File: config.mk
export PLATFORM = sky130hd
export DESIGN_NAME = mipsCore
export DESIGN_NICKNAME = d
export VERILOG_FILES = /design/src/mipsPipePkg.sv /design/src/mipsIsaPkg.sv /design/src/mipsCore.sv /design/src/memoryStage.sv /design/src/executeStage.sv /design/src/decodeStage.sv /design/src/registerFile.sv /design/src/fetchStage.sv /design/src/branchHistoryTable.sv
export VERILOG_INCLUDE_DIRS = /design/src /design/src/src
export SDC_FILE = /design/constraint.sdc
export NUM_CORES = 2
export LEC_CHECK = 0
export BUFFER_PORTS_ARGS = -buffer_cell sky130_fd_sc_hd__clkbuf_2
export CAP_MARGIN = 5
export CORE_ASPECT_RATIO = 0.5
export CORE_MARGIN = 5
export CORE_UTILIZATION = 45
export CTS_BUF_LIST = sky130_fd_sc_hd__clkbuf_4 sky130_fd_sc_hd__clkbuf_8
export DETAILED_ROUTE_END_ITERATION = 8
export MAX_ROUTING_LAYER = met4
export PLACE_DENSITY_LB_ADDON = 0.08
export REMOVE_ABC_BUFFERS = 1
export SLEW_MARGIN = 25
export SYNTH_ARGS = -nofsm -noshare
export SYNTH_HDL_FRONTEND = slang
export SYNTH_SLANG_ARGS = --single-unit
File: constraint.sdc
create_clock -name CLK -period 4.6 [get_ports CLK]
set_input_delay 0.46 -clock CLK [delete_from_list [all_inputs] [get_ports CLK]]
set_output_delay 0.46 -clock CLK [all_outputs]
set_load 0.02 [all_outputs]
File: src/mips_defines.svh
`ifndef MIPS_DEFINES_SVH
`define MIPS_DEFINES_SVH

// ------------------------------------------------------------------------
// Core sizing
// ------------------------------------------------------------------------

// Data path and address width
`define MIPS_XLEN 32

// General purpose registers
`define MIPS_REGS 32

// First fetch address out of reset
`define MIPS_RESET_PC 32'h0000_0000

// Bimodal counters, indexed by PC word address
`define BHT_ENTRIES 64

`endif
File: src/mipsPipePkg.sv
`include "mips_defines.svh"

package mipsPipePkg;

    typedef logic [`MIPS_XLEN-1:0] wordT;
    typedef logic [$clog2(`MIPS_REGS)-1:0] regIdxT;

    typedef enum logic [2:0] {
        ALU_ADD,
        ALU_SUB,
        ALU_AND,
        ALU_OR,
        ALU_SLT
    } aluOpT;

    // ------------------------------------------------------------------------
    // Pipeline registers
    // ------------------------------------------------------------------------
    typedef struct packed {
        logic valid;
        wordT pc;
        wordT instr;
        logic predTaken;
    } ifIdT;

    typedef struct packed {
        logic   valid;
        wordT   pc;
        wordT   opA;
        wordT   opB;
        wordT   imm;
        logic   useImm;
        aluOpT  aluOp;
        regIdxT rd;
        logic   regWrite;
        logic   memRead;
        logic   memWrite;
        logic   branch;
        logic   branchEq;
        logic   predTaken;
    } idExT;

    typedef struct packed {
        logic   valid;
        wordT   pc;
        wordT   aluResult;
        wordT   storeData;
        regIdxT rd;
        logic   regWrite;
        logic   memRead;
        logic   memWrite;
        logic   branch;
        logic   actualTaken;
        wordT   target;
        logic   predTaken;
    } exMemT;

    typedef struct packed {
        logic   regWrite;
        regIdxT rd;
        wordT   data;
    } memWbT;

    // ------------------------------------------------------------------------
    // Control links and the data memory port
    // ------------------------------------------------------------------------
    typedef struct packed {
        logic valid;
        wordT target;
    } redirectT;

    typedef struct packed {
        logic valid;
        wordT pc;
        logic taken;
    } bhtUpdateT;

    typedef struct packed {
        wordT addr;
        wordT wdata;
        logic read;
        logic write;
    } dmemReqT;

endpackage

File: src/mipsIsaPkg.sv
`include "mips_defines.svh"

package mipsIsaPkg;

    // ------------------------------------------------------------------------
    // Primary opcodes of the supported subset
    // ------------------------------------------------------------------------
    typedef enum logic [5:0] {
        OP_SPECIAL = 6'h00,
        OP_BEQ     = 6'h04,
        OP_BNE     = 6'h05,
        OP_ADDIU   = 6'h09,
        OP_LW      = 6'h23,
        OP_SW      = 6'h2b
    } opcodeT;

    // Function field of the special class
    typedef enum logic [5:0] {
        FN_ADDU = 6'h21,
        FN_SUBU = 6'h23,
        FN_AND  = 6'h24,
        FN_OR   = 6'h25,
        FN_SLT  = 6'h2a
    } functT;

    // R-type layout; I-type immediate sits in rd, shamt and funct
    typedef struct packed {
        opcodeT     opcode;
        logic [4:0] rs;
        logic [4:0] rt;
        logic [4:0] rd;
        logic [4:0] shamt;
        functT      funct;
    } instrT;

    // Raw 16-bit immediate of an I-type word
    function automatic logic [15:0] immField(instrT instr);
        return {instr.rd, instr.shamt, instr.funct};
    endfunction

endpackage

File: src/mipsCore.sv
`include "mips_defines.svh"

module mipsCore (
    input  logic                 CLK,
    input  logic                 rstN,
    output mipsPipePkg::wordT    instrAddr,
    input  mipsPipePkg::wordT    instrRead,
    output mipsPipePkg::dmemReqT dmemReq,
    input  mipsPipePkg::wordT    dataRead
);
    import mipsPipePkg::*;

    ifIdT      ifId;
    idExT      idEx;
    exMemT     exMem;
    memWbT     writeBack;
    redirectT  redirect;
    bhtUpdateT bhtUpdate;
    logic      stall;

    // Flush follows the redirect from the memory stage
    fetchStage u_fetchStage (
        .CLK      (CLK),
        .rstN     (rstN),
        .instrAddr(instrAddr),
        .instrRead(instrRead),
        .stall    (stall),
        .flush    (redirect.valid),
        .redirect (redirect),
        .bhtUpdate(bhtUpdate),
        .ifId     (ifId)
    );

    decodeStage u_decodeStage (
        .CLK      (CLK),
        .rstN     (rstN),
        .ifId     (ifId),
        .flush    (redirect.valid),
        .writeBack(writeBack),
        .exMem    (exMem),
        .idEx     (idEx),
        .stall    (stall)
    );

    executeStage u_executeStage (
        .CLK  (CLK),
        .rstN (rstN),
        .idEx (idEx),
        .flush(redirect.valid),
        .exMem(exMem)
    );

    memoryStage u_memoryStage (
        .exMem    (exMem),
        .dataRead (dataRead),
        .dmemReq  (dmemReq),
        .redirect (redirect),
        .bhtUpdate(bhtUpdate),
        .writeBack(writeBack),
        .CLK      (CLK),
        .rstN     (rstN)
    );

endmodule

File: src/memoryStage.sv
`include "mips_defines.svh"

module memoryStage (
    input  mipsPipePkg::exMemT     exMem,
    input  mipsPipePkg::wordT      dataRead,
    output mipsPipePkg::dmemReqT   dmemReq,
    output mipsPipePkg::redirectT  redirect,
    output mipsPipePkg::bhtUpdateT bhtUpdate,
    output mipsPipePkg::memWbT     writeBack,
    input  logic                   CLK,
    input  logic                   rstN
);
    import mipsPipePkg::*;

    wordT fallThrough;
    logic isBranch;
    logic mispredict;

    // ------------------------------------------------------------------------
    // Data memory request
    // ------------------------------------------------------------------------
    assign dmemReq.addr = exMem.aluResult;
    assign dmemReq.wdata = exMem.storeData;
    assign dmemReq.read = exMem.valid && exMem.memRead;
    assign dmemReq.write = exMem.valid && exMem.memWrite;

    // ------------------------------------------------------------------------
    // Branch resolution
    // ------------------------------------------------------------------------
    assign isBranch = exMem.valid && exMem.branch;
    assign mispredict = isBranch && (exMem.actualTaken != exMem.predTaken);
    assign fallThrough = exMem.pc + wordT'(4);

    assign redirect.valid = mispredict;
    assign redirect.target = exMem.actualTaken ? exMem.target : fallThrough;

    // Every resolved branch trains the predictor
    assign bhtUpdate.valid = isBranch;
    assign bhtUpdate.pc = exMem.pc;
    assign bhtUpdate.taken = exMem.actualTaken;

    // MEM/WB register
    always_ff @(posedge CLK or negedge rstN) begin
        if (!rstN) begin
            writeBack <= '0;
        end else begin
            writeBack.regWrite <= exMem.valid && exMem.regWrite;
            writeBack.rd <= exMem.rd;
            writeBack.data <= exMem.memRead ? dataRead : exMem.aluResult;
        end
    end

endmodule

File: src/executeStage.sv
`include "mips_defines.svh"

module executeStage (
    input  logic               CLK,
    input  logic               rstN,
    input  mipsPipePkg::idExT  idEx,
    input  logic               flush,
    output mipsPipePkg::exMemT exMem
);
    import mipsPipePkg::*;

    wordT aluB;
    wordT aluResult;
    wordT target;
    logic equal;
    logic taken;

    // Loads and stores add the offset here as well
    assign aluB = idEx.useImm ? idEx.imm : idEx.opB;

    always_comb begin
        case (idEx.aluOp)
            ALU_ADD: aluResult = idEx.opA + aluB;
            ALU_SUB: aluResult = idEx.opA - aluB;
            ALU_AND: aluResult = idEx.opA & aluB;
            ALU_OR:  aluResult = idEx.opA | aluB;
            ALU_SLT: aluResult = {{(`MIPS_XLEN-1){1'b0}}, $signed(idEx.opA) < $signed(aluB)};
            default: aluResult = '0;
        endcase
    end

    // Branch condition and target
    assign equal = (idEx.opA == idEx.opB);
    assign taken = idEx.branch && (idEx.branchEq ? equal : !equal);
    assign target = idEx.pc + wordT'(4) + {idEx.imm[`MIPS_XLEN-3:0], 2'b00};

    // EX/MEM register
    always_ff @(posedge CLK or negedge rstN) begin
        if (!rstN) begin
            exMem <= '0;
        end else begin
            exMem.valid <= idEx.valid && !flush;
            exMem.pc <= idEx.pc;
            exMem.aluResult <= aluResult;
            exMem.storeData <= idEx.opB;
            exMem.rd <= idEx.rd;
            exMem.regWrite <= idEx.regWrite;
            exMem.memRead <= idEx.memRead;
            exMem.memWrite <= idEx.memWrite;
            exMem.branch <= idEx.branch;
            exMem.actualTaken <= taken;
            exMem.target <= target;
            exMem.predTaken <= idEx.predTaken;
        end
    end

endmodule

File: src/decodeStage.sv
`include "mips_defines.svh"

module decodeStage (
    input  logic               CLK,
    input  logic               rstN,
    input  mipsPipePkg::ifIdT  ifId,
    input  logic               flush,
    input  mipsPipePkg::memWbT writeBack,
    input  mipsPipePkg::exMemT exMem,
    output mipsPipePkg::idExT  idEx,
    output logic               stall
);
    import mipsIsaPkg::*;
    import mipsPipePkg::*;

    instrT       instr;
    logic [15:0] imm;
    wordT        dataA;
    wordT        dataB;
    idExT        decoded;
    logic        useRt;
    logic        busyEx;
    logic        busyMem;
    logic        hazardRs;
    logic        hazardRt;

    registerFile u_registerFile (
        .CLK      (CLK),
        .rstN     (rstN),
        .readA    (instr.rs),
        .readB    (instr.rt),
        .dataA    (dataA),
        .dataB    (dataB),
        .writeBack(writeBack)
    );

    assign instr = instrT'(ifId.instr);
    assign imm = immField(instr);

    // ------------------------------------------------------------------------
    // Control decode
    // ------------------------------------------------------------------------
    always_comb begin
        decoded = '0;
        decoded.pc = ifId.pc;
        decoded.opA = dataA;
        decoded.opB = dataB;
        decoded.imm = {{(`MIPS_XLEN-16){imm[15]}}, imm};
        decoded.aluOp = ALU_ADD;
        decoded.predTaken = ifId.predTaken;
        useRt = 1'b0;
        case (instr.opcode)
            OP_SPECIAL: begin
                useRt = 1'b1;
                decoded.rd = instr.rd;
                decoded.regWrite = 1'b1;
                case (instr.funct)
                    FN_ADDU: decoded.aluOp = ALU_ADD;
                    FN_SUBU: decoded.aluOp = ALU_SUB;
                    FN_AND:  decoded.aluOp = ALU_AND;
                    FN_OR:   decoded.aluOp = ALU_OR;
                    FN_SLT:  decoded.aluOp = ALU_SLT;
                    // Anything else retires as a nop
                    default: decoded.regWrite = 1'b0;
                endcase
            end
            OP_ADDIU, OP_LW: begin
                decoded.useImm = 1'b1;
                decoded.rd = instr.rt;
                decoded.regWrite = 1'b1;
                decoded.memRead = (instr.opcode == OP_LW);
            end
            OP_SW: begin
                useRt = 1'b1;
                decoded.useImm = 1'b1;
                decoded.memWrite = 1'b1;
            end
            OP_BEQ, OP_BNE: begin
                useRt = 1'b1;
                decoded.branch = 1'b1;
                decoded.branchEq = (instr.opcode == OP_BEQ);
            end
            default: ;
        endcase
    end

    // ------------------------------------------------------------------------
    // Interlock against results not yet in the register file
    // ------------------------------------------------------------------------
    assign busyEx = idEx.valid && idEx.regWrite;
    assign busyMem = exMem.valid && exMem.regWrite;
    assign hazardRs = (instr.rs != '0) &&
                      ((busyEx && idEx.rd == instr.rs) || (busyMem && exMem.rd == instr.rs));
    assign hazardRt = useRt && (instr.rt != '0) &&
                      ((busyEx && idEx.rd == instr.rt) || (busyMem && exMem.rd == instr.rt));
    assign stall = ifId.valid && (hazardRs || hazardRt);

    // ID/EX register, bubble on stall or flush
    always_ff @(posedge CLK or negedge rstN) begin
        if (!rstN) begin
            idEx <= '0;
        end else begin
            idEx <= decoded;
            idEx.valid <= ifId.valid && !stall && !flush;
        end
    end

endmodule

File: src/registerFile.sv
`include "mips_defines.svh"

module registerFile (
    input  logic                CLK,
    input  logic                rstN,
    input  mipsPipePkg::regIdxT readA,
    input  mipsPipePkg::regIdxT readB,
    output mipsPipePkg::wordT   dataA,
    output mipsPipePkg::wordT   dataB,
    input  mipsPipePkg::memWbT  writeBack
);
    import mipsPipePkg::*;

    wordT regs [`MIPS_REGS];
    logic writing;

    // Register 0 is never written
    assign writing = writeBack.regWrite && (writeBack.rd != '0);

    always_ff @(posedge CLK or negedge rstN) begin
        if (!rstN) begin
            for (int i = 0; i < `MIPS_REGS; i++) begin
                regs[i] <= '0;
            end
        end else if (writing) begin
            regs[writeBack.rd] <= writeBack.data;
        end
    end

    // Write-through so the MEM/WB result is visible in decode
    assign dataA = (readA == '0) ? '0 :
                   (writing && writeBack.rd == readA) ? writeBack.data : regs[readA];
    assign dataB = (readB == '0) ? '0 :
                   (writing && writeBack.rd == readB) ? writeBack.data : regs[readB];

endmodule

File: src/fetchStage.sv
`include "mips_defines.svh"

module fetchStage (
    input  logic                   CLK,
    input  logic                   rstN,
    output mipsPipePkg::wordT      instrAddr,
    input  mipsPipePkg::wordT      instrRead,
    input  logic                   stall,
    input  logic                   flush,
    input  mipsPipePkg::redirectT  redirect,
    input  mipsPipePkg::bhtUpdateT bhtUpdate,
    output mipsPipePkg::ifIdT      ifId
);
    import mipsIsaPkg::*;
    import mipsPipePkg::*;

    wordT        pc;
    wordT        nextPc;
    wordT        branchTarget;
    instrT       fetched;
    logic [15:0] imm;
    logic        bhtTaken;
    logic        isBranch;
    logic        predTaken;

    branchHistoryTable u_branchHistoryTable (
        .CLK         (CLK),
        .rstN        (rstN),
        .lookupPc    (pc),
        .predictTaken(bhtTaken),
        .update      (bhtUpdate)
    );

    assign instrAddr = pc;
    assign fetched = instrT'(instrRead);
    assign imm = immField(fetched);

    // Only conditional branches consult the predictor
    assign isBranch = (fetched.opcode == OP_BEQ) || (fetched.opcode == OP_BNE);
    assign predTaken = isBranch && bhtTaken;
    assign branchTarget = pc + wordT'(4) + {{(`MIPS_XLEN-18){imm[15]}}, imm, 2'b00};

    always_comb begin
        if (redirect.valid) begin
            nextPc = redirect.target;
        end else if (stall) begin
            nextPc = pc;
        end else if (predTaken) begin
            nextPc = branchTarget;
        end else begin
            nextPc = pc + wordT'(4);
        end
    end

    always_ff @(posedge CLK or negedge rstN) begin
        if (!rstN) begin
            pc <= `MIPS_RESET_PC;
        end else begin
            pc <= nextPc;
        end
    end

    // IF/ID register
    always_ff @(posedge CLK or negedge rstN) begin
        if (!rstN) begin
            ifId <= '0;
        end else if (flush) begin
            ifId.valid <= 1'b0;
        end else if (!stall) begin
            ifId.valid <= 1'b1;
            ifId.pc <= pc;
            ifId.instr <= instrRead;
            ifId.predTaken <= predTaken;
        end
    end

endmodule

File: src/branchHistoryTable.sv
`include "mips_defines.svh"

module branchHistoryTable (
    input  logic                   CLK,
    input  logic                   rstN,
    input  mipsPipePkg::wordT      lookupPc,
    output logic                   predictTaken,
    input  mipsPipePkg::bhtUpdateT update
);
    localparam int IdxBits = $clog2(`BHT_ENTRIES);

    // Two-bit saturating counters
    logic [1:0] counters [`BHT_ENTRIES];

    logic [IdxBits-1:0] lookupIdx;
    logic [IdxBits-1:0] updateIdx;
    logic [1:0]         current;

    // Word address bits, byte offset dropped
    assign lookupIdx = lookupPc[IdxBits+1:2];
    assign updateIdx = update.pc[IdxBits+1:2];

    assign predictTaken = counters[lookupIdx][1];
    assign current = counters[updateIdx];

    always_ff @(posedge CLK or negedge rstN) begin
        if (!rstN) begin
            // Weakly not-taken
            for (int i = 0; i < `BHT_ENTRIES; i++) begin
                counters[i] <= 2'b01;
            end
        end else if (update.valid) begin
            if (update.taken && current != 2'b11) begin
                counters[updateIdx] <= current + 2'b01;
            end else if (!update.taken && current != 2'b00) begin
                counters[updateIdx] <= current - 2'b01;
            end
        end
    end

endmodule

==> summary.txt <==
Die
  – Die W: 619.5 um
  – Die Ht: 314.7 um
  – Core area: 183900 um^2
  – Die area: 195000 um^2
  – I/O pin total: 164
  – Initial Util: 0.4545
  – # rows: 111

Run status
  – Status: finished, final reports clean

Timing
  – Final Skew: 0.1239 ns
  – Fmax: 232.1 MHz
  – Slew Limit Headroom: 0.2146
  – Final Max Tran Viols: 0
  – Post-route minimum period: 4.308 ns
  – Final-report hold violation count: 0
  – RSZ-0062 raised after global routing: no
  – Setup TNS: 0 ns
  – Final Setup Violations: 0
  – Slew of the pin with the lowest slew margin: 1.178 ns
  – Tcrit/Tclk final: 0.9365

Clocking
  – Num CTS Buffers: 233
  – Cell at the root of the clock tree: clkbuf_8
  – Clock tree sinks: 1554
  – CTS tree: yes
  – H-tree levels: 4
  – Clk_lat worst skew: 1.03 ns
  – Reg clk slew, reported paths: 0.08 ns
  – Clock buffer depth: 4

Critical path
  – Setup slack, reg-to-reg: 0.29 ns
  – Req. time, crit path: 5.35 ns
  – Worst Setup SP: u_decodeStage.idEx[14]
  – R2R depth: 15
  – Critical setup path kind: flip-flop to flip-flop
  – Critical path data arrival time: 5.06 ns
  – R2R Path End: u_executeStage.exMem[99]
  – Critical path endpoint: u_executeStage.exMem[99]
  – Startpoint Class: flip-flop
  – Crit. End Element: flip-flop
  – Worst r2r src: u_decodeStage.idEx[14]
  – Critical Path Fanout Max: 17

Detailed routing
  – Vias: 55730
  – DR iter-0 viols: 5200
  – Avg WL per Cell: 31.86 um
  – DRT Pass-1 Iters: 6
  – DRC: 0
  – DR vias/cell: 6.287
  – WL final: 282400 um
  – Antenna-violating nets left: 0

Pwr
  – VDD IR-drop max: 0.4268 mV
  – Pwr Total: 0.03529 W
  – Static leakage: 42.66 nW
  – Power per Cell Area: 378.9 nW/um^2

Global routing
  – GRT overflow: 0
  – Largest net degree at the start of global routing: 154
  – Vias in the first global route: 57770
  – Gr usage total: 0.2982
  – First-pass GRT wire length: 414500 um
  – Initial antenna violation count: 15

Synthesis
  – Most used DFF post-synth: dfrtp_1
  – Yosys reg bits: 1554
  – Netlist Area Pre-Place: 83580 um^2
  – Async S/R FF share, synth: 1.000
  – Library cells used by synthesis: 82
  – Number of synthesized flops with an enable pin: 0
  – Post-Syn Instances: 6136
  – Syn Area/Cell: 13.62 um^2
  – Synth warn: 0
  – Register area share after synthesis: 0.4663

Layout
  – FF/Latch Area: 39030 um^2
  – Share of cells above drive strength 1: 0.4318
  – Most frequent cells in the layout: dfrtp_1 (1460), mux2_2 (1185), mux4_2 (638)
  – Nets: 6454
  – Synth-to-layout area growth: 11.47%
  – Fillers: 15750
  – Most common cell after layout, fill and taps aside: dfrtp_1
  – Multi-input gate area: 42040 um^2

Place
  – GP Congestion: 0.8946
  – DPL Wire Length: 175500 um
  – PortBufs: 163

Run
  – # Max-Cap Violations: 0

Min path
  – Hold Path Class: primary input to asynchronous set/reset pin
[synthesized netlist by cell type (22+ instances only)]
cell type  instances  share of area
dfrtp_1         1490           0.45
mux2_2          1185           0.16
mux4_2           638           0.17
clkbuf_1         392          0.018
nand2_1          239          0.011
nor2_1           237          0.011
ha_1             186          0.028
a21oi_1          171          0.010
o21ai_0          171          0.010
inv_1            129         0.0058
mux2i_1          128          0.015
buf_1            108         0.0049
a211oi_1         101         0.0091
xnor2_1           98          0.010
xor2_1            89         0.0093
buf_4             65         0.0058
dfstp_2           64          0.020
nand3_1           56         0.0034
a21o_1            39         0.0035
a22oi_1           38         0.0034
nor3_1            35         0.0021
and3_1            33         0.0025
o22ai_1           32         0.0024
nand4_1           31         0.0023
o21bai_1          31         0.0028
nor4_1            25         0.0019
o221ai_1          25         0.0026
buf_2             24         0.0014
and2_1            22         0.0016
[stage by stage]
stage	hold WS (ns)	instance area, um^2	worst slack, ns	utilization	cells
floorplan	0.1644	81080	-8.767	-	5546
global placement	0.3316	87220	0.2282	0.4744	8383
detailed placement	0.3364	87330	0.08900	0.4749	8384
CTS	0.05088	93080	0.08420	0.5062	8856
global route	0.08375	93150	0.03670	0.5066	8861
finish	0.05762	93160	0.2921	0.5066	8864
[worst max-delay path, stage by stage, from the launching register on]
cell and delay (ns):
dfrtp_1 0.39, buf_4 0.25, and2_1 0.59, a21oi_1 0.17, ha_1 0.50, inv_1 0.17
nor4_1 0.30, buf_4 0.17, and3_1 0.22, a221oi_1 0.11, buf_4 0.17, o221ai_1 0.43
a211oi_1 0.15, a21oi_1 0.18, xnor2_1 0.14, o221ai_1 0.17
[sequential cells by signal, summed over array words and instances (netlist names), named ones only]
| name | cells |
|---|---|
| u_fetchStage.ifId | 66 |
| u_decodeStage.idEx | 128 |
| u_fetchStage.instrAddr | 32 |
| u_memoryStage.writeBack | 38 |
| u_decodeStage.u_registerFile.regs | 1024 |
| u_fetchStage.u_branchHistoryTable.counters | 64 |
| u_executeStage.exMem | 138 |
[area by class of cell]
| cell class | instances | area share |
|---|---|---|
| Timing Repair Buffer | 417 | 0.03616 |
| Multi-Input combinational cell | 3861 | 0.4512 |
| Clock buffer | 380 | 0.05124 |
| Tap cell | 2486 | 0.03339 |
| Clock inverter | 28 | 0.003532 |
| Inverter | 131 | 0.005305 |
| Sequential cell | 1554 | 0.4190 |
| Antenna cell | 7 | 0.0001880 |
[metal layers]
layer | share of wire | vias to the layer above | global-route usage
met5 | 0 | - | -
met4 | 0.024 | 0 | 0.07010
met3 | 0.075 | 407 | 0.05771
met2 | 0.45 | 2103 | 0.4408
met1 | 0.45 | 30080 | 0.4279
li1 | - | 23130 | -
[worst min path at each step]
stage | startpoint | end | slack, ns | depth (start not counted)
6_report | rstN | u_fetchStage.u_branchHistoryTable.counters[81] | 0.06 | 2
2_1_floorplan | rstN | u_decodeStage.idEx[0] | 0.16 | 0
3_5_place_dp | u_decodeStage.idEx[0] | u_executeStage.exMem[0] | 0.34 | 0
5_1_grt | rstN | u_fetchStage.u_branchHistoryTable.counters[85] | 0.08 | 2
3_3_place_gp | u_decodeStage.idEx[111] | u_executeStage.exMem[107] | 0.33 | 0
4_1_cts | rstN | u_fetchStage.ifId[64] | 0.05 | 2
[cells by family after synthesis]
logic type | count (synthesis) | synth area share
buf+inv | 721 | 0.03575
xor+xnor | 187 | 0.01960
mux | 1951 | 0.3469
flops | 1554 | 0.4663
compound gates | 747 | 0.05827
fa+ha+maj | 190 | 0.02880
simple gates | 786 | 0.04440
[repair_timing]
action	CTS	global route
endpoints found under the setup margin	0	70
hold endpoints to repair	193	0
hold buffers	64	0
setup buffers	0	1
gates resized for setup	0	11
[where the power goes]
group	internal (W)	total (W)	leakage, nW	switching, W
logic	0.00273	0.00720	19.0	0.00447
registers	0.0145	0.0154	20.9	0.000939
clock network	0.00690	0.0127	2.71	0.00579
No activity file was read; power rests on OpenSTA's default activity.
